==> src/csam_settings.svh <==
`ifndef CSAM_SETTINGS_SVH
`define CSAM_SETTINGS_SVH

// operand and product widths.
`define CSAM_X_WIDTH 16
`define CSAM_Y_WIDTH 12
`define CSAM_Z_WIDTH 28

// register stages, sample edge to output.
`define CSAM_LATENCY 3

`endif

==> src/csam_pkg.sv <==
`include "csam_settings.svh"

package csam_pkg;

	// **************************************************
	// operand and product words
	// **************************************************
	typedef logic signed [`CSAM_X_WIDTH-1:0] x_word_t;	// multiplicand.
	typedef logic signed [`CSAM_Y_WIDTH-1:0] y_word_t;	// multiplier.
	typedef logic signed [`CSAM_Z_WIDTH-1:0] z_word_t;

	// **************************************************
	// array internals
	// **************************************************
	// one row per multiplier bit, one column per multiplicand bit.
	typedef logic [`CSAM_X_WIDTH-1:0] pp_row_t;
	typedef pp_row_t [`CSAM_Y_WIDTH-1:0] pp_array_t;

	// carry-save rows, bit k of a carry row sits one column above sum bit k.
	typedef logic [`CSAM_X_WIDTH-1:0] cs_row_t;

	// product bits that fall out of the array directly.
	typedef logic [`CSAM_Y_WIDTH-1:0] low_bits_t;

endpackage

==> src/csam_pp_gen.sv <==
`timescale 1ns/100ps
`include "csam_settings.svh"

module csam_pp_gen (
	input csam_pkg::x_word_t x,
	input csam_pkg::y_word_t y,
	output csam_pkg::pp_array_t pp
);

	// **************************************************
	// partial products
	// **************************************************
	// row i is weighted 2^i, column j of that row 2^(i+j).
	// a bit that pairs exactly one sign bit carries negative weight,
	// so it goes in inverted and the constant is settled downstream.

	for (genvar i = 0; i < `CSAM_Y_WIDTH; i++) begin : g_row
		for (genvar j = 0; j < `CSAM_X_WIDTH; j++) begin : g_col
			localparam bit top_col = (j == `CSAM_X_WIDTH - 1);
			localparam bit top_row = (i == `CSAM_Y_WIDTH - 1);

			if (top_col != top_row) begin : g_inv
				assign pp[i][j] = ~(x[j] & y[i]);	// nand cell.
			end else begin : g_and
				assign pp[i][j] = x[j] & y[i];
			end
		end
	end

	// x[15] & y[11] stays plain, both negative weights cancel.

endmodule

==> src/csam_reduce_array.sv <==
`timescale 1ns/100ps
`include "csam_settings.svh"

module csam_reduce_array (
	input csam_pkg::pp_array_t pp,
	output csam_pkg::cs_row_t sum_row,
	output csam_pkg::cs_row_t carry_row,
	output csam_pkg::low_bits_t low_bits
);

	import csam_pkg::*;

	// baugh-wooley needs 2^15 + 2^11 on top of the array bits.
	// the cpa carry-in brings 2^12, the rest is ones in columns 11 to 14
	// of the first stage, bit j of a stage-1 row lying in column j+1.
	localparam cs_row_t corr_mask =
		cs_row_t'((1 << (`CSAM_X_WIDTH - 2)) - (1 << (`CSAM_Y_WIDTH - 2)));

	// stage s sum bit k lies in column s+k, carry bit k in column s+k+1.
	cs_row_t stage_sum [1:`CSAM_Y_WIDTH-1];
	cs_row_t stage_carry [1:`CSAM_Y_WIDTH-1];

	always_comb begin
		// **************************************************
		// stage 1, rows 0 and 1
		// **************************************************
		// half adders, full ones where a correction one is due.
		for (int j = 0; j < `CSAM_X_WIDTH - 1; j++) begin
			stage_sum[1][j] = pp[1][j] ^ pp[0][j+1] ^ corr_mask[j];
			stage_carry[1][j] = (pp[1][j] & pp[0][j+1]) |
				(corr_mask[j] & (pp[1][j] | pp[0][j+1]));
		end
		stage_sum[1][`CSAM_X_WIDTH-1] = pp[1][`CSAM_X_WIDTH-1];	// top bit passes.
		stage_carry[1][`CSAM_X_WIDTH-1] = 1'b0;

		// **************************************************
		// stages 2 to 11
		// **************************************************
		// each new row meets the previous sum one column down
		// and the previous carry in place.
		for (int s = 2; s < `CSAM_Y_WIDTH; s++) begin
			for (int j = 0; j < `CSAM_X_WIDTH - 1; j++) begin
				stage_sum[s][j] = pp[s][j] ^ stage_sum[s-1][j+1] ^ stage_carry[s-1][j];
				stage_carry[s][j] = (pp[s][j] & stage_sum[s-1][j+1]) |
					(pp[s][j] & stage_carry[s-1][j]) |
					(stage_sum[s-1][j+1] & stage_carry[s-1][j]);
			end
			stage_sum[s][`CSAM_X_WIDTH-1] = pp[s][`CSAM_X_WIDTH-1];
			stage_carry[s][`CSAM_X_WIDTH-1] = 1'b0;	// no carry out of the top.
		end
	end

	// **************************************************
	// outputs
	// **************************************************
	assign low_bits[0] = pp[0][0];	// column 0 has a single bit.

	for (genvar i = 1; i < `CSAM_Y_WIDTH; i++) begin : g_low
		assign low_bits[i] = stage_sum[i][0];	// settled once stage i is done.
	end

	// last stage goes to the carry-propagate adder.
	assign sum_row = stage_sum[`CSAM_Y_WIDTH-1];
	assign carry_row = stage_carry[`CSAM_Y_WIDTH-1];

endmodule

==> src/csam_final_cpa.sv <==
`timescale 1ns/100ps
`include "csam_settings.svh"

module csam_final_cpa (
	input csam_pkg::cs_row_t sum_row,
	input csam_pkg::cs_row_t carry_row,
	output logic [`CSAM_X_WIDTH-1:0] upper
);

	// ripple chain, rc[k] enters cell k.
	logic [`CSAM_X_WIDTH-1:0] rc;

	// **************************************************
	// ripple carry-propagate adder
	// **************************************************
	// cell k covers product column 12+k.
	// sum bit 0 is already a low product bit, so the sum row
	// enters one position down against the carry row.

	assign rc[0] = 1'b1;	// part of the sign correction.

	for (genvar k = 0; k < `CSAM_X_WIDTH - 1; k++) begin : g_cell
		assign upper[k] = carry_row[k] ^ sum_row[k+1] ^ rc[k];
		assign rc[k+1] = (carry_row[k] & sum_row[k+1]) |
			(rc[k] & (carry_row[k] | sum_row[k+1]));
	end

	// inverting the top bit adds the 2^27 of the correction.
	assign upper[`CSAM_X_WIDTH-1] = ~rc[`CSAM_X_WIDTH-1];

endmodule

==> src/csam_mult.sv <==
`timescale 1ns/100ps
`include "csam_settings.svh"

module csam_mult (
	input logic clk,
	input logic rst_n,
	input logic in_valid,
	input csam_pkg::x_word_t x,
	input csam_pkg::y_word_t y,
	output logic out_valid,
	output csam_pkg::z_word_t z
);

	import csam_pkg::*;

	x_word_t x_q;
	y_word_t y_q;
	logic s1_valid;

	pp_array_t pp;
	cs_row_t sum_row;
	cs_row_t carry_row;
	low_bits_t low_bits;

	cs_row_t sum_q;
	cs_row_t carry_q;
	low_bits_t low_q;
	logic s2_valid;

	logic [`CSAM_X_WIDTH-1:0] upper;

	// **************************************************
	// stage 1, operand register
	// **************************************************
	always_ff @(posedge clk) begin
		if (!rst_n) begin
			s1_valid <= 1'b0;
		end else begin
			s1_valid <= in_valid;
		end
	end

	always_ff @(posedge clk) begin
		if (in_valid) begin
			x_q <= x;
			y_q <= y;
		end
	end

	csam_pp_gen i_pp_gen (
		.x(x_q),
		.y(y_q),
		.pp(pp)
	);

	csam_reduce_array i_reduce_array (
		.pp(pp),
		.sum_row(sum_row),
		.carry_row(carry_row),
		.low_bits(low_bits)
	);

	// **************************************************
	// stage 2, carry-save rows
	// **************************************************
	always_ff @(posedge clk) begin
		if (!rst_n) begin
			s2_valid <= 1'b0;
		end else begin
			s2_valid <= s1_valid;
		end
	end

	always_ff @(posedge clk) begin
		if (s1_valid) begin
			sum_q <= sum_row;
			carry_q <= carry_row;
			low_q <= low_bits;	// bits 0 to 11 are final already.
		end
	end

	csam_final_cpa i_final_cpa (
		.sum_row(sum_q),
		.carry_row(carry_q),
		.upper(upper)
	);

	// **************************************************
	// stage 3, product register
	// **************************************************
	always_ff @(posedge clk) begin
		if (!rst_n) begin
			out_valid <= 1'b0;
			z <= '0;
		end else begin
			out_valid <= s2_valid;
			if (s2_valid) begin
				z <= {upper, low_q};	// held between strobes.
			end
		end
	end

endmodule

==> config.mk <==
export PLATFORM = sky130hd
export DESIGN_NAME = csam_mult
export DESIGN_NICKNAME = d
export VERILOG_FILES = /design/src/csam_pkg.sv /design/src/csam_pp_gen.sv /design/src/csam_reduce_array.sv /design/src/csam_final_cpa.sv /design/src/csam_mult.sv
export VERILOG_INCLUDE_DIRS = /design/src
export SDC_FILE = /design/constraint.sdc
export NUM_CORES = 1
export LEC_CHECK = 0
export BUFFER_PORTS_ARGS = -buffer_cell sky130_fd_sc_hd__clkbuf_2
export CAP_MARGIN = 20
export CORE_MARGIN = 8
export CORE_UTILIZATION = 40
export DETAILED_ROUTE_END_ITERATION = 12
export GPL_TIMING_DRIVEN = 0
export PLACE_DENSITY = 0.58
export RECOVER_POWER = 100
export SLEW_MARGIN = 20
export SYNTH_ARGS = -nofsm -noshare
export SYNTH_HDL_FRONTEND = slang
export SYNTH_SLANG_ARGS = --single-unit
export TNS_END_PERCENT = 30
==> constraint.sdc <==
create_clock -name clk -period 6.6 [get_ports clk]
set_clock_uncertainty 0.05 [all_clocks]
set_input_delay 0.33 -clock clk [delete_from_list [all_inputs] [get_ports clk]]
set_output_delay 0.33 -clock clk [all_outputs]
set_load 0.03 [all_outputs]
==> impl_summary.log, run 1 <==
[metrics] FP Rows: 52
[metrics] setup repair after global routing missed its margin: true
[metrics] level count of the clock H-tree: 3
[metrics] Antenna Nets Post-Route: 0
[metrics] dpl hpwl: 11.96 mm
[metrics] Max clock buf depth: 2
[metrics] via count of the first global-routing pass: 5040
[metrics] Warnings, synthesis: 0
[metrics] outcome: finished with violations
[metrics] cell area after placement: 8828 µm²
[metrics] crit path time final: 6.458 ns
[metrics] category of the critical setup timing path: flop to flop
[metrics] GRT Overall Usage: 11.90%
[metrics] Seq/Total Area, Yosys: 33.34%
[metrics] number of failing hold endpoints at the final stage: 0
[metrics] number of pins with negative max-slew slack in the final report: 61
[metrics] Layout Nets: 914
[metrics] overflow left after global routing: 0
[metrics] placer congestion estimate: 0.7855
[metrics] Core Region: 20170 µm²
[metrics] startpoint type of the worst setup path: flop
[metrics] area of the mapped netlist: 8167 µm²
[metrics] Die Y: 158.9 µm
[metrics] Port Buffers: 59
[metrics] total wire length: 14.13 mm
[metrics] final period utilization: 97.84%
[metrics] kind of end point of the critical path: flop
[metrics] gate count of the mapped netlist: 632
[metrics] clock tree from TritonCTS: yes
[metrics] CP max stage delay: 0.55 ns
[metrics] number of top-level design ports: 60
[metrics] arrival time at the worst endpoint: 6.51 ns
[metrics] cell type with the largest total area after synthesis: fa_1
[metrics] TritonCTS buffer count: 9
[metrics] Worst-Margin Slew: 1.735 ns
[metrics] CTS Root Cell: clkbuf_16
[metrics] most frequent cell after synthesis: fa_1
[metrics] Fill cells: 1893
[metrics] critical path peak fanout: 8
[metrics] FFs w/ async S/R, synth: 0%
[metrics] Hold-fix buffers, CTS: 0
[metrics] proportion of netlist area held by the largest area contributor: 40.20%
[metrics] Avg Cell Area, Syn: 12.92 µm²
[metrics] Max transition margin: -15.66%
[metrics] final setup violation count: 0
[metrics] required time of the critical path: 6.65 ns
[metrics] Iteration-0 DRC Markers: 143
[metrics] number of enable flip-flop cells after synthesis: 70
[metrics] count of clock tree sinks: 101
[metrics] most frequent CP cell: fa_1
[metrics] Routed wire per std cell: 14.44 µm
[metrics] most used flip-flop cell after synthesis: edfxtp_1
[metrics] number of diodes: 0
[metrics] critical-path cell with the highest stage delay: fa_1
[metrics] wire length of the first global-routing pass: 24.32 mm
[metrics] top cells by area in the synthesized netlist: fa_1 40%, edfxtp_1 26%, and2_1 10%, dfxtp_1 7.6%, mux2i_1 3.2%
[metrics] count of max-cap constraint violations: 2
[metrics] upper clock frequency limit: 154.9 MHz
[metrics] top cells by count, synth: 164 x fa_1, 137 x and2_1, 70 x edfxtp_1
[metrics] pin count of the biggest net entering global routing: 31
[metrics] initial antenna violation count: 1
[metrics] synthesis-stage register bit count: 101
[metrics] Die Footprint: 25240 µm²
[metrics] violated checks: max-capacitance violations, max-slew violations
[metrics] vias: 4486
[metrics] first-pass iteration count of the detailed router: 4
[metrics] area added between synthesis and finish: 11.46%
[metrics] syn_nets: 843
[metrics] worst hold-check path type: primary input to flop
[metrics] effective utilization at floorplan: 40.49%
[metrics] library cells used by synthesis: 16
[metrics] width of the die: 158.9 µm
[metrics] clock network latency to the later pin of the worst-skew pair: 0.36 ns
[metrics] final non-filler cell area: 9102 µm²
[metrics] sequence of cells on the critical path: buf_6, buf_4, nand2_1, ha_1, fa_1, fa_1, inv_1, fa_1, fa_1, fa_1, fa_1, fa_1, fa_1, fa_1, fa_1
[metrics] vias per std cell: 4.587
[metrics] layout cell share with drive strength beyond 1: 9.605%
[metrics] DRC violation count after routing: 0
[metrics] Clock transition at path regs: 0.08 ns
==> flip-flops by register name, summed over array words and instances, names as in the netlist <==
signal and flops:
z 28, carry_q 15, out_valid 1, y_q 12
s1_valid 1, low_q 11, sum_q 16, x_q 16
s2_valid 1
==> repair_timing <==
item | 4_1_cts | 5_1_grt
setup endpoints to repair | 5 | 8
buffers inserted | 2 | 3
resized for setup | 9 | 9
pin swaps | 0 | 9
==> stage by stage <==
step                      setup slack (ns)  hold WS [ns]  util [%]  cells  TNS [ns]
final                               0.1423       0.09355     45.13    978         0
after global routing              -0.01687       0.07323     45.13    978  -0.03128
after CTS                        0.0001816       0.07370     45.50    980         0
after detailed placement           -0.2407        0.4181     43.77    962   -0.3114
after global placement             -0.1300        0.4192     43.67    961   -0.1449
after floorplan                   0.004649        0.3789         -    632         0
==> cell families after synthesis <==
family          synth area share (%)
flops                          33.34
fa+ha+maj                      42.65
buf+inv                        5.332
compound gates                0.2451
mux                            3.187
simple gates                   15.24
==> layout make-up <==
class | instances | area [µm²] | area share [%]
plain buffers | 30 | 135.1 | 1.485
clock buffers | 10 | 250.2 | 2.749
clock inverters | 6 | 62.56 | 0.6873
inverters | 65 | 244.0 | 2.680
multi-input cells | 431 | 5041 | 55.38
flip-flops and latches | 101 | 2723 | 29.91
well taps | 270 | 337.8 | 3.711
repair buffers | 65 | 309.0 | 3.395
==> path summary, 6_finish.rpt <==
check | startpoint | end | slack [ns] | depth (start not counted)
worst max-delay path | y_q[1] | sum_q[2] | 0.14 | 15
worst min-delay path | x[15] | x_q[15] | 0.09 | 1
worst max register to register | y_q[1] | sum_q[2] | 0.14 | 15
worst min register to register | z[12] | z[12] | 0.44 | 1
==> metal layers <==
layer	track usage (%)	up-vias	part of all wire, %
li1	-	2068	-
met1	15.09	2349	44
met2	20.34	58	51
met3	2.766	11	4.5
met4	2.702	0	0.99
met5	0	-	0
==> cells in the final DEF (no fill, tap or decap) <==
master      instances
and2_1            137
buf_12              1
buf_2               5
buf_4               2
buf_6               3
clkbuf_1           56
clkbuf_16          10
clkbuf_2           28
clkinv_8            1
clkinvlp_4          2
dfxtp_1            31
edfxtp_1           70
fa_1              151
fa_2               13
ha_1               16
inv_1              65
inv_6               1
inv_8               2
mux2i_1            26
nand2_1            60
nor2b_1            26
o211a_1             2
==> worst max-delay path: cells and delay by family, from the launching register on <==
kind / cells / cell delay, ns
adder cells (fa/ha/maj): 11 / 5.26
flip-flops: 1 / 0.49
AND/OR/NAND/NOR: 1 / 0.05
buffers and inverters: 3 / 0.34
Power of run 1 is not shown: default switching activity piles up to over one toggle a cycle in this logic, so the estimate is an artifact.
==> run 2: changes to the inputs <==
--- a/config.mk
+++ b/config.mk
@@ -17,5 +17,6 @@
 export SLEW_MARGIN = 20
 export SYNTH_ARGS = -nofsm -noshare
 export SYNTH_HDL_FRONTEND = slang
+export SYNTH_HIERARCHICAL = 1
 export SYNTH_SLANG_ARGS = --single-unit
 export TNS_END_PERCENT = 30
==> run 2 against run 1 <==
Compared with the run above:
- the flow still finishes with violations (max-capacitance violations, max-slew violations)
- routed wire length is 1.8% lower
- final cell count increased by 5.8%
- hold slack better by 0.0020 ns
- global-route usage decreased by 0.46 points
- via count increased by 2.5%
- count of clock-buffer cells in the layout grew 2
- register-to-register slack improved by 0.08 ns
- area after synthesis up 4.4%
- critical path type unchanged
==> impl_summary.log, run 2 <==
[metrics] worst vdd ir: 331.2 µV
[metrics] violated checks: max-capacitance violations, max-slew violations
[metrics] Sw Ratio: 39.22%
[metrics] syn_nets: 895
[metrics] CTS Root Cell: clkbuf_16
[metrics] worst setup margin: 0.2206 ns
[metrics] count of max-cap constraint violations: 1
[metrics] Hold-fix buffers, CTS: 0
[metrics] number of top-level design ports: 60
[metrics] startpoint of the lowest-slack hold path: y[5]
[metrics] Routed wire per std cell: 13.40 µm
[metrics] flip-flop and latch area: 2723 µm²
[metrics] final period utilization: 96.66%
[metrics] wire length of the first global-routing pass: 24.24 mm
[metrics] layer carrying the most global-route usage: met2
[metrics] placer congestion estimate: 0.7835
[metrics] commonest non-fill, non-tap cells in the layout: 162 x and2_1, 161 x fa_1, 116 x inv_1, 70 x edfxtp_1, 40 x clkbuf_1
[metrics] critical path peak fanout: 10
[metrics] Min-Delay Path Depth: 1
[metrics] max FFs per register: 28
[metrics] number of failing hold endpoints at the final stage: 0
[metrics] area of the mapped netlist: 8524 µm²
[metrics] Warnings, synthesis: 6
[metrics] area added between synthesis and finish: 10.60%
[metrics] count of clock tree sinks: 101
[metrics] Setup Fix Bufs, Post-CTS: 0
[metrics] overflow left after global routing: 0
[metrics] outcome: finished with violations
[metrics] worst r2r dst: low_q[11]
[metrics] clock network fraction of total power: 10.5%
[metrics] setup TNS: 0 ns
[metrics] Die Footprint: 26240 µm²
[metrics] Avg Cell Area, Syn: 12.46 µm²
[metrics] Worst-Margin Slew: 1.714 ns
[metrics] Register-to-Register Path Depth: 17
[metrics] layout cell share with drive strength beyond 1: 9.868%
[metrics] pin count of the biggest net entering global routing: 30
[metrics] most common library cell in the layout ignoring fill and taps: and2_1
[metrics] Antenna Nets Post-Route: 0
[metrics] met3 Track Usage GR: 2.683%
[metrics] area of combinational cells with multiple inputs: 5101 µm²
[metrics] initial antenna violation count: 0
[metrics] Iteration-0 DRC Markers: 126
[metrics] worst min-delay path endpoint: y_q[5]
[metrics] Clock transition at path regs: 0.07 ns
[metrics] cell area after placement: 9193 µm²
[metrics] total wire length: 13.87 mm
[metrics] Core Region: 20960 µm²
[metrics] Layout Nets: 966
[metrics] vias: 4597
[metrics] via count of the first global-routing pass: 5229
[metrics] worst hold-check path type: primary input to flop
[metrics] clock network latency to the later pin of the worst-skew pair: 0.35 ns
[metrics] GRT Overall Usage: 11.43%
[metrics] final setup violation count: 0
[metrics] FP Rows: 53
[metrics] width of the die: 162.0 µm
[metrics] register with the highest flop count: z
[metrics] DRC violation count after routing: 0
[metrics] effective utilization at floorplan: 40.68%
[metrics] biggest registers after layout: z x28, x_q x16
[metrics] startpoint type of the worst setup path: flop
[metrics] number of diodes: 0
[metrics] Post-Place Cells: 1019
[metrics] Max clock buf depth: 2
[metrics] post-placement worst setup slack: 0.1526 ns
[metrics] cts repair resizes: 0
[metrics] gate count of the mapped netlist: 684
[metrics] total internal power: 3.244 mW
[metrics] power density cells: 566.0 nW/µm²
[metrics] post-layout power: 5.336 mW
[metrics] global-route met1 utilization: 13.26%
[metrics] Fill cells: 1996
[metrics] Comb pwr share: 64.9%
[metrics] level count of the clock H-tree: 3
[metrics] Port Buffers: 59
[metrics] Die Y: 162.0 µm
[metrics] kind of end point of the critical path: flop
[metrics] category of the critical setup timing path: flop to flop
[metrics] vias per std cell: 4.442
[metrics] arrival time at the worst endpoint: 6.42 ns
[metrics] register-to-register setup slack: 0.22 ns
[metrics] first-pass iteration count of the detailed router: 4
[metrics] Max transition margin: -14.24%
[metrics] dpl hpwl: 11.77 mm
[metrics] upper clock frequency limit: 156.8 MHz
[metrics] setup repair after global routing missed its margin: false
[metrics] Worst R2R Start: y_q[1]
[metrics] Switch Pwr: 2.093 mW
[metrics] crit path time final: 6.379 ns
[metrics] Static Leakage: 3.959 nW
[metrics] met2 layer usage reported by global route: 20.65%
[metrics] final non-filler cell area: 9428 µm²
[metrics] required time of the critical path: 6.64 ns
[metrics] Layout Cells excl Fill: 1035
[metrics] portion of total power attributed to sequential cells: 24.6%
[metrics] fraction of the core area covered by cells at the end of the flow: 44.99%
[metrics] clock tree from TritonCTS: yes
[metrics] Fin Hold WS: 0.09560 ns
[metrics] number of pins with negative max-slew slack in the final report: 30
[metrics] TritonCTS buffer count: 9
==> run 2: power groups by stage <==
stage               clock, mW  sequential (mW)  combinational [mW]
floorplan                   0             1.36                2.64
global placement            0             1.33                3.57
detailed placement          0             1.33                3.64
CTS                     0.580             1.32                3.64
global route            0.603             1.34                4.11
finish                  0.558             1.31                3.46
==> run 2: worst max-delay path: stages, from the launching register on <==
cell      delay, ns
edfxtp_1       0.47
clkbuf_1       0.28
and2_1         0.24
ha_1           0.27
inv_1          0.05
fa_1           0.49
inv_1          0.05
fa_1           0.51
fa_1           0.43
fa_1           0.41
fa_1           0.53
fa_1           0.43
fa_1           0.49
inv_1          0.05
fa_1           0.47
inv_1          0.05
fa_1           0.38
fa_1           0.46
==> run 2: worst max path at each step <==
stage,endpoint,cells past startpoint,start
6_report,low_q[11],17,y_q[1]
5_1_grt,z[26],21,sum_q[1]
4_1_cts,z[26],21,carry_q[0]
3_5_place_dp,z[26],21,carry_q[0]
3_3_place_gp,z[26],21,sum_q[1]
2_1_floorplan,z[26],21,sum_q[1]
==> run 2: area by class of cell <==
| class | instances | area share, % |
|---|---|---|
| plain buffers | 36 | 2.694 |
| clock buffers | 12 | 2.734 |
| clock inverters | 4 | 0.5574 |
| inverters | 116 | 4.618 |
| multi-input cells | 431 | 54.11 |
| flip-flops and latches | 101 | 28.88 |
| well taps | 275 | 3.650 |
| repair buffers | 60 | 2.760 |
==> run 2: layer usage <==
| metal | vias up | share of wire (%) |
|---|---|---|
| li1 | 2170 | - |
| met1 | 2363 | 42 |
| met2 | 54 | 53 |
| met3 | 10 | 3.7 |
| met4 | 0 | 1.1 |
| met5 | - | 0 |
Note: power is estimated with default switching activity, not from simulation.
==> run 3: changes to the inputs <==
--- a/config.mk
+++ b/config.mk
@@ -8,6 +8,7 @@
 export LEC_CHECK = 0
 export BUFFER_PORTS_ARGS = -buffer_cell sky130_fd_sc_hd__clkbuf_2
 export CAP_MARGIN = 20
+export CORE_ASPECT_RATIO = 1.25
 export CORE_MARGIN = 8
 export CORE_UTILIZATION = 40
 export DETAILED_ROUTE_END_ITERATION = 12
==> run 3 against run 2 <==
Compared with the run above:
- the flow still finishes with violations (max-capacitance violations, max-slew violations)
- routed wire length is 1.8% higher
- sequential share of layout area is 0.061 points higher
- combinational power is 3% higher
- die area is 0.11% higher
- core utilization hardly changed
- hold slack better by 0.0024 ns
- first-iteration DRC count is 33% lower
- count of clock-buffer cells in the layout is 2 lower
- critical path depth stayed put
- clock power is 7.0% lower
- power is 0.87% higher
- largest power group unchanged
==> impl_summary.log, run 3 (synthesis results as in run 2) <==
[metrics] commonest non-fill, non-tap cells in the layout: 162 x and2_1, 162 x fa_1, 116 x inv_1, 70 x edfxtp_1, 37 x clkbuf_1
[metrics] Die Footprint: 26270 µm²
[metrics] wire length of the first global-routing pass: 23.94 mm
[metrics] GRT Overall Usage: 11.44%
[metrics] WL met1: 5.331 mm
[metrics] count of max-cap constraint violations: 1
[metrics] sequence of cells on the critical path: clkbuf_1, and2_1, ha_1, inv_1, fa_1, inv_1, fa_1, fa_1, fa_1, fa_1, fa_1, fa_1, inv_1, fa_1, inv_1, fa_1, fa_1
[metrics] max FFs per register: 28
[metrics] setup repair after global routing missed its margin: false
[metrics] Antenna Nets Post-Route: 0
[metrics] Worst path top cell family by delay: adder cells
[metrics] startpoint type of the worst setup path: flop
[metrics] power density cells: 572.1 nW/µm²
[metrics] outcome: finished with violations
[metrics] vias per std cell: 4.432
[metrics] placer congestion estimate: 0.7758
[metrics] upper clock frequency limit: 157.6 MHz
[metrics] dpl hpwl: 12.35 mm
[metrics] setup TNS: 0 ns
[metrics] first-pass iteration count of the detailed router: 6
[metrics] uppermost routed layer: met4
[metrics] level count of the clock H-tree: 3
[metrics] kind of end point of the critical path: flop
[metrics] pin count of the biggest net entering global routing: 30
[metrics] via count of the first global-routing pass: 5320
[metrics] Hold-fix buffers, CTS: 0
[metrics] crit path time final: 6.346 ns
[metrics] initial antenna violation count: 0
[metrics] critical-path cell with the highest stage delay: fa_1
[metrics] Switch Pwr: 2.150 mW
[metrics] Max clock buf depth: 2
[metrics] overflow left after global routing: 0
[metrics] Comb pwr share: 65.9%
[metrics] width of the die: 146.6 µm
[metrics] area added between synthesis and finish: 10.36%
[metrics] Worst-Margin Slew: 1.696 ns
[metrics] Clock transition at path regs: 0.07 ns
[metrics] Setup Fix Bufs, Post-CTS: 0
[metrics] Routed wire per std cell: 13.65 µm
[metrics] register with the highest flop count: z
[metrics] Core Region: 20890 µm²
[metrics] vias: 4583
[metrics] clock tree from TritonCTS: yes
[metrics] worst path bufs/invs: 5
[metrics] total internal power: 3.232 mW
[metrics] CP max stage delay: 0.53 ns
[metrics] Fin Hold WS: 0.09800 ns
[metrics] number of diodes: 0
[metrics] worst vdd ir: 338.8 µV
[metrics] TritonCTS buffer count: 9
[metrics] post-layout power: 5.383 mW
[metrics] clock network latency to the later pin of the worst-skew pair: 0.35 ns
[metrics] Static Leakage: 3.957 nW
[metrics] required time of the critical path: 6.64 ns
[metrics] effective utilization at floorplan: 40.80%
[metrics] Layout Nets: 966
[metrics] final period utilization: 96.15%
[metrics] Sw Ratio: 39.95%
[metrics] worst hold-check path type: primary input to flop
[metrics] Port Buffers: 59
[metrics] count of clock tree sinks: 101
[metrics] portion of total power attributed to sequential cells: 24.4%
[metrics] layout cell share with drive strength beyond 1: 10.13%
[metrics] category of the critical setup timing path: flop to flop
[metrics] number of failing hold endpoints at the final stage: 0
[metrics] number of top-level design ports: 60
[metrics] total wire length: 14.12 mm
[metrics] Max transition margin: -13.10%
[metrics] CTS Root Cell: clkbuf_16
[metrics] DRC violation count after routing: 0
[metrics] number of pins with negative max-slew slack in the final report: 30
[metrics] biggest registers after layout: z x28, x_q x16
[metrics] cts repair resizes: 0
[metrics] final setup violation count: 0
[metrics] Iteration-0 DRC Markers: 85
[metrics] Routed met2 length: 8.191 mm
[metrics] register-to-register setup slack: 0.25 ns
[metrics] violated checks: max-capacitance violations, max-slew violations
[metrics] amount of wire on met3 after detailed routing: 400 µm
[metrics] FP Rows: 59
[metrics] clock network fraction of total power: 9.6%
[metrics] Die Y: 179.2 µm
[metrics] arrival time at the worst endpoint: 6.39 ns
[metrics] most frequent CP cell: fa_1
[metrics] critical path peak fanout: 10
-- run 3: cell types whose count changed in the layout (fill, tap and decap cells not counted), sizes merged --
cell,previous run,this run
bufinv,1,0
clkbuf,78,76
clkinv,1,3
inv,118,119
-- run 3: path summary, 6_finish.rpt --
path                            startpoint   endpoint  cells past startpoint
worst max-delay path                y_q[1]  low_q[11]                     17
worst min register to register    low_q[0]       z[0]                      2
worst max register to register      y_q[1]  low_q[11]                     17
worst min-delay path                  y[0]     y_q[0]                      1
-- run 3: routing by layer --
| layer | vias up | track usage, % |
|---|---|---|
| li1 | 2168 | - |
| met1 | 2350 | 11.47 |
| met2 | 52 | 22.72 |
| met3 | 13 | 2.803 |
| met4 | 0 | 3.527 |
| met5 | - | 0 |
-- run 3: stage by stage --
step	instance area [µm²]	utilization [%]	setup WS, ns	instances
4_1_cts	9484	45.40	0.08712	1034
3_3_place_gp	9163	43.86	0.2179	1017
3_5_place_dp	9191	44.00	0.1257	1018
6_report	9408	45.03	0.2542	1034
2_1_floorplan	8524	-	0.3579	684
5_1_grt	9408	45.03	0.03424	1034
-- run 3: area by class of cell --
type	instances	area [µm²]
Fill cell	1956	11480
Clock inverter	6	53.80
Tap cell	274	342.8
Inverter	116	435.4
Multi-Input combinational cell	431	5099
Timing Repair Buffer	60	261.5
Clock buffer	10	239.0
Buffer	36	254.0
Sequential cell	101	2723
-- run 3: power groups by stage --
stage	clock network [mW]	logic (mW)	registers (mW)
after detailed placement	0	3.72	1.33
after global placement	0	3.64	1.33
after global routing	0.565	4.24	1.34
final	0.519	3.55	1.32
after floorplan	0	2.64	1.36
after CTS	0.542	3.73	1.32
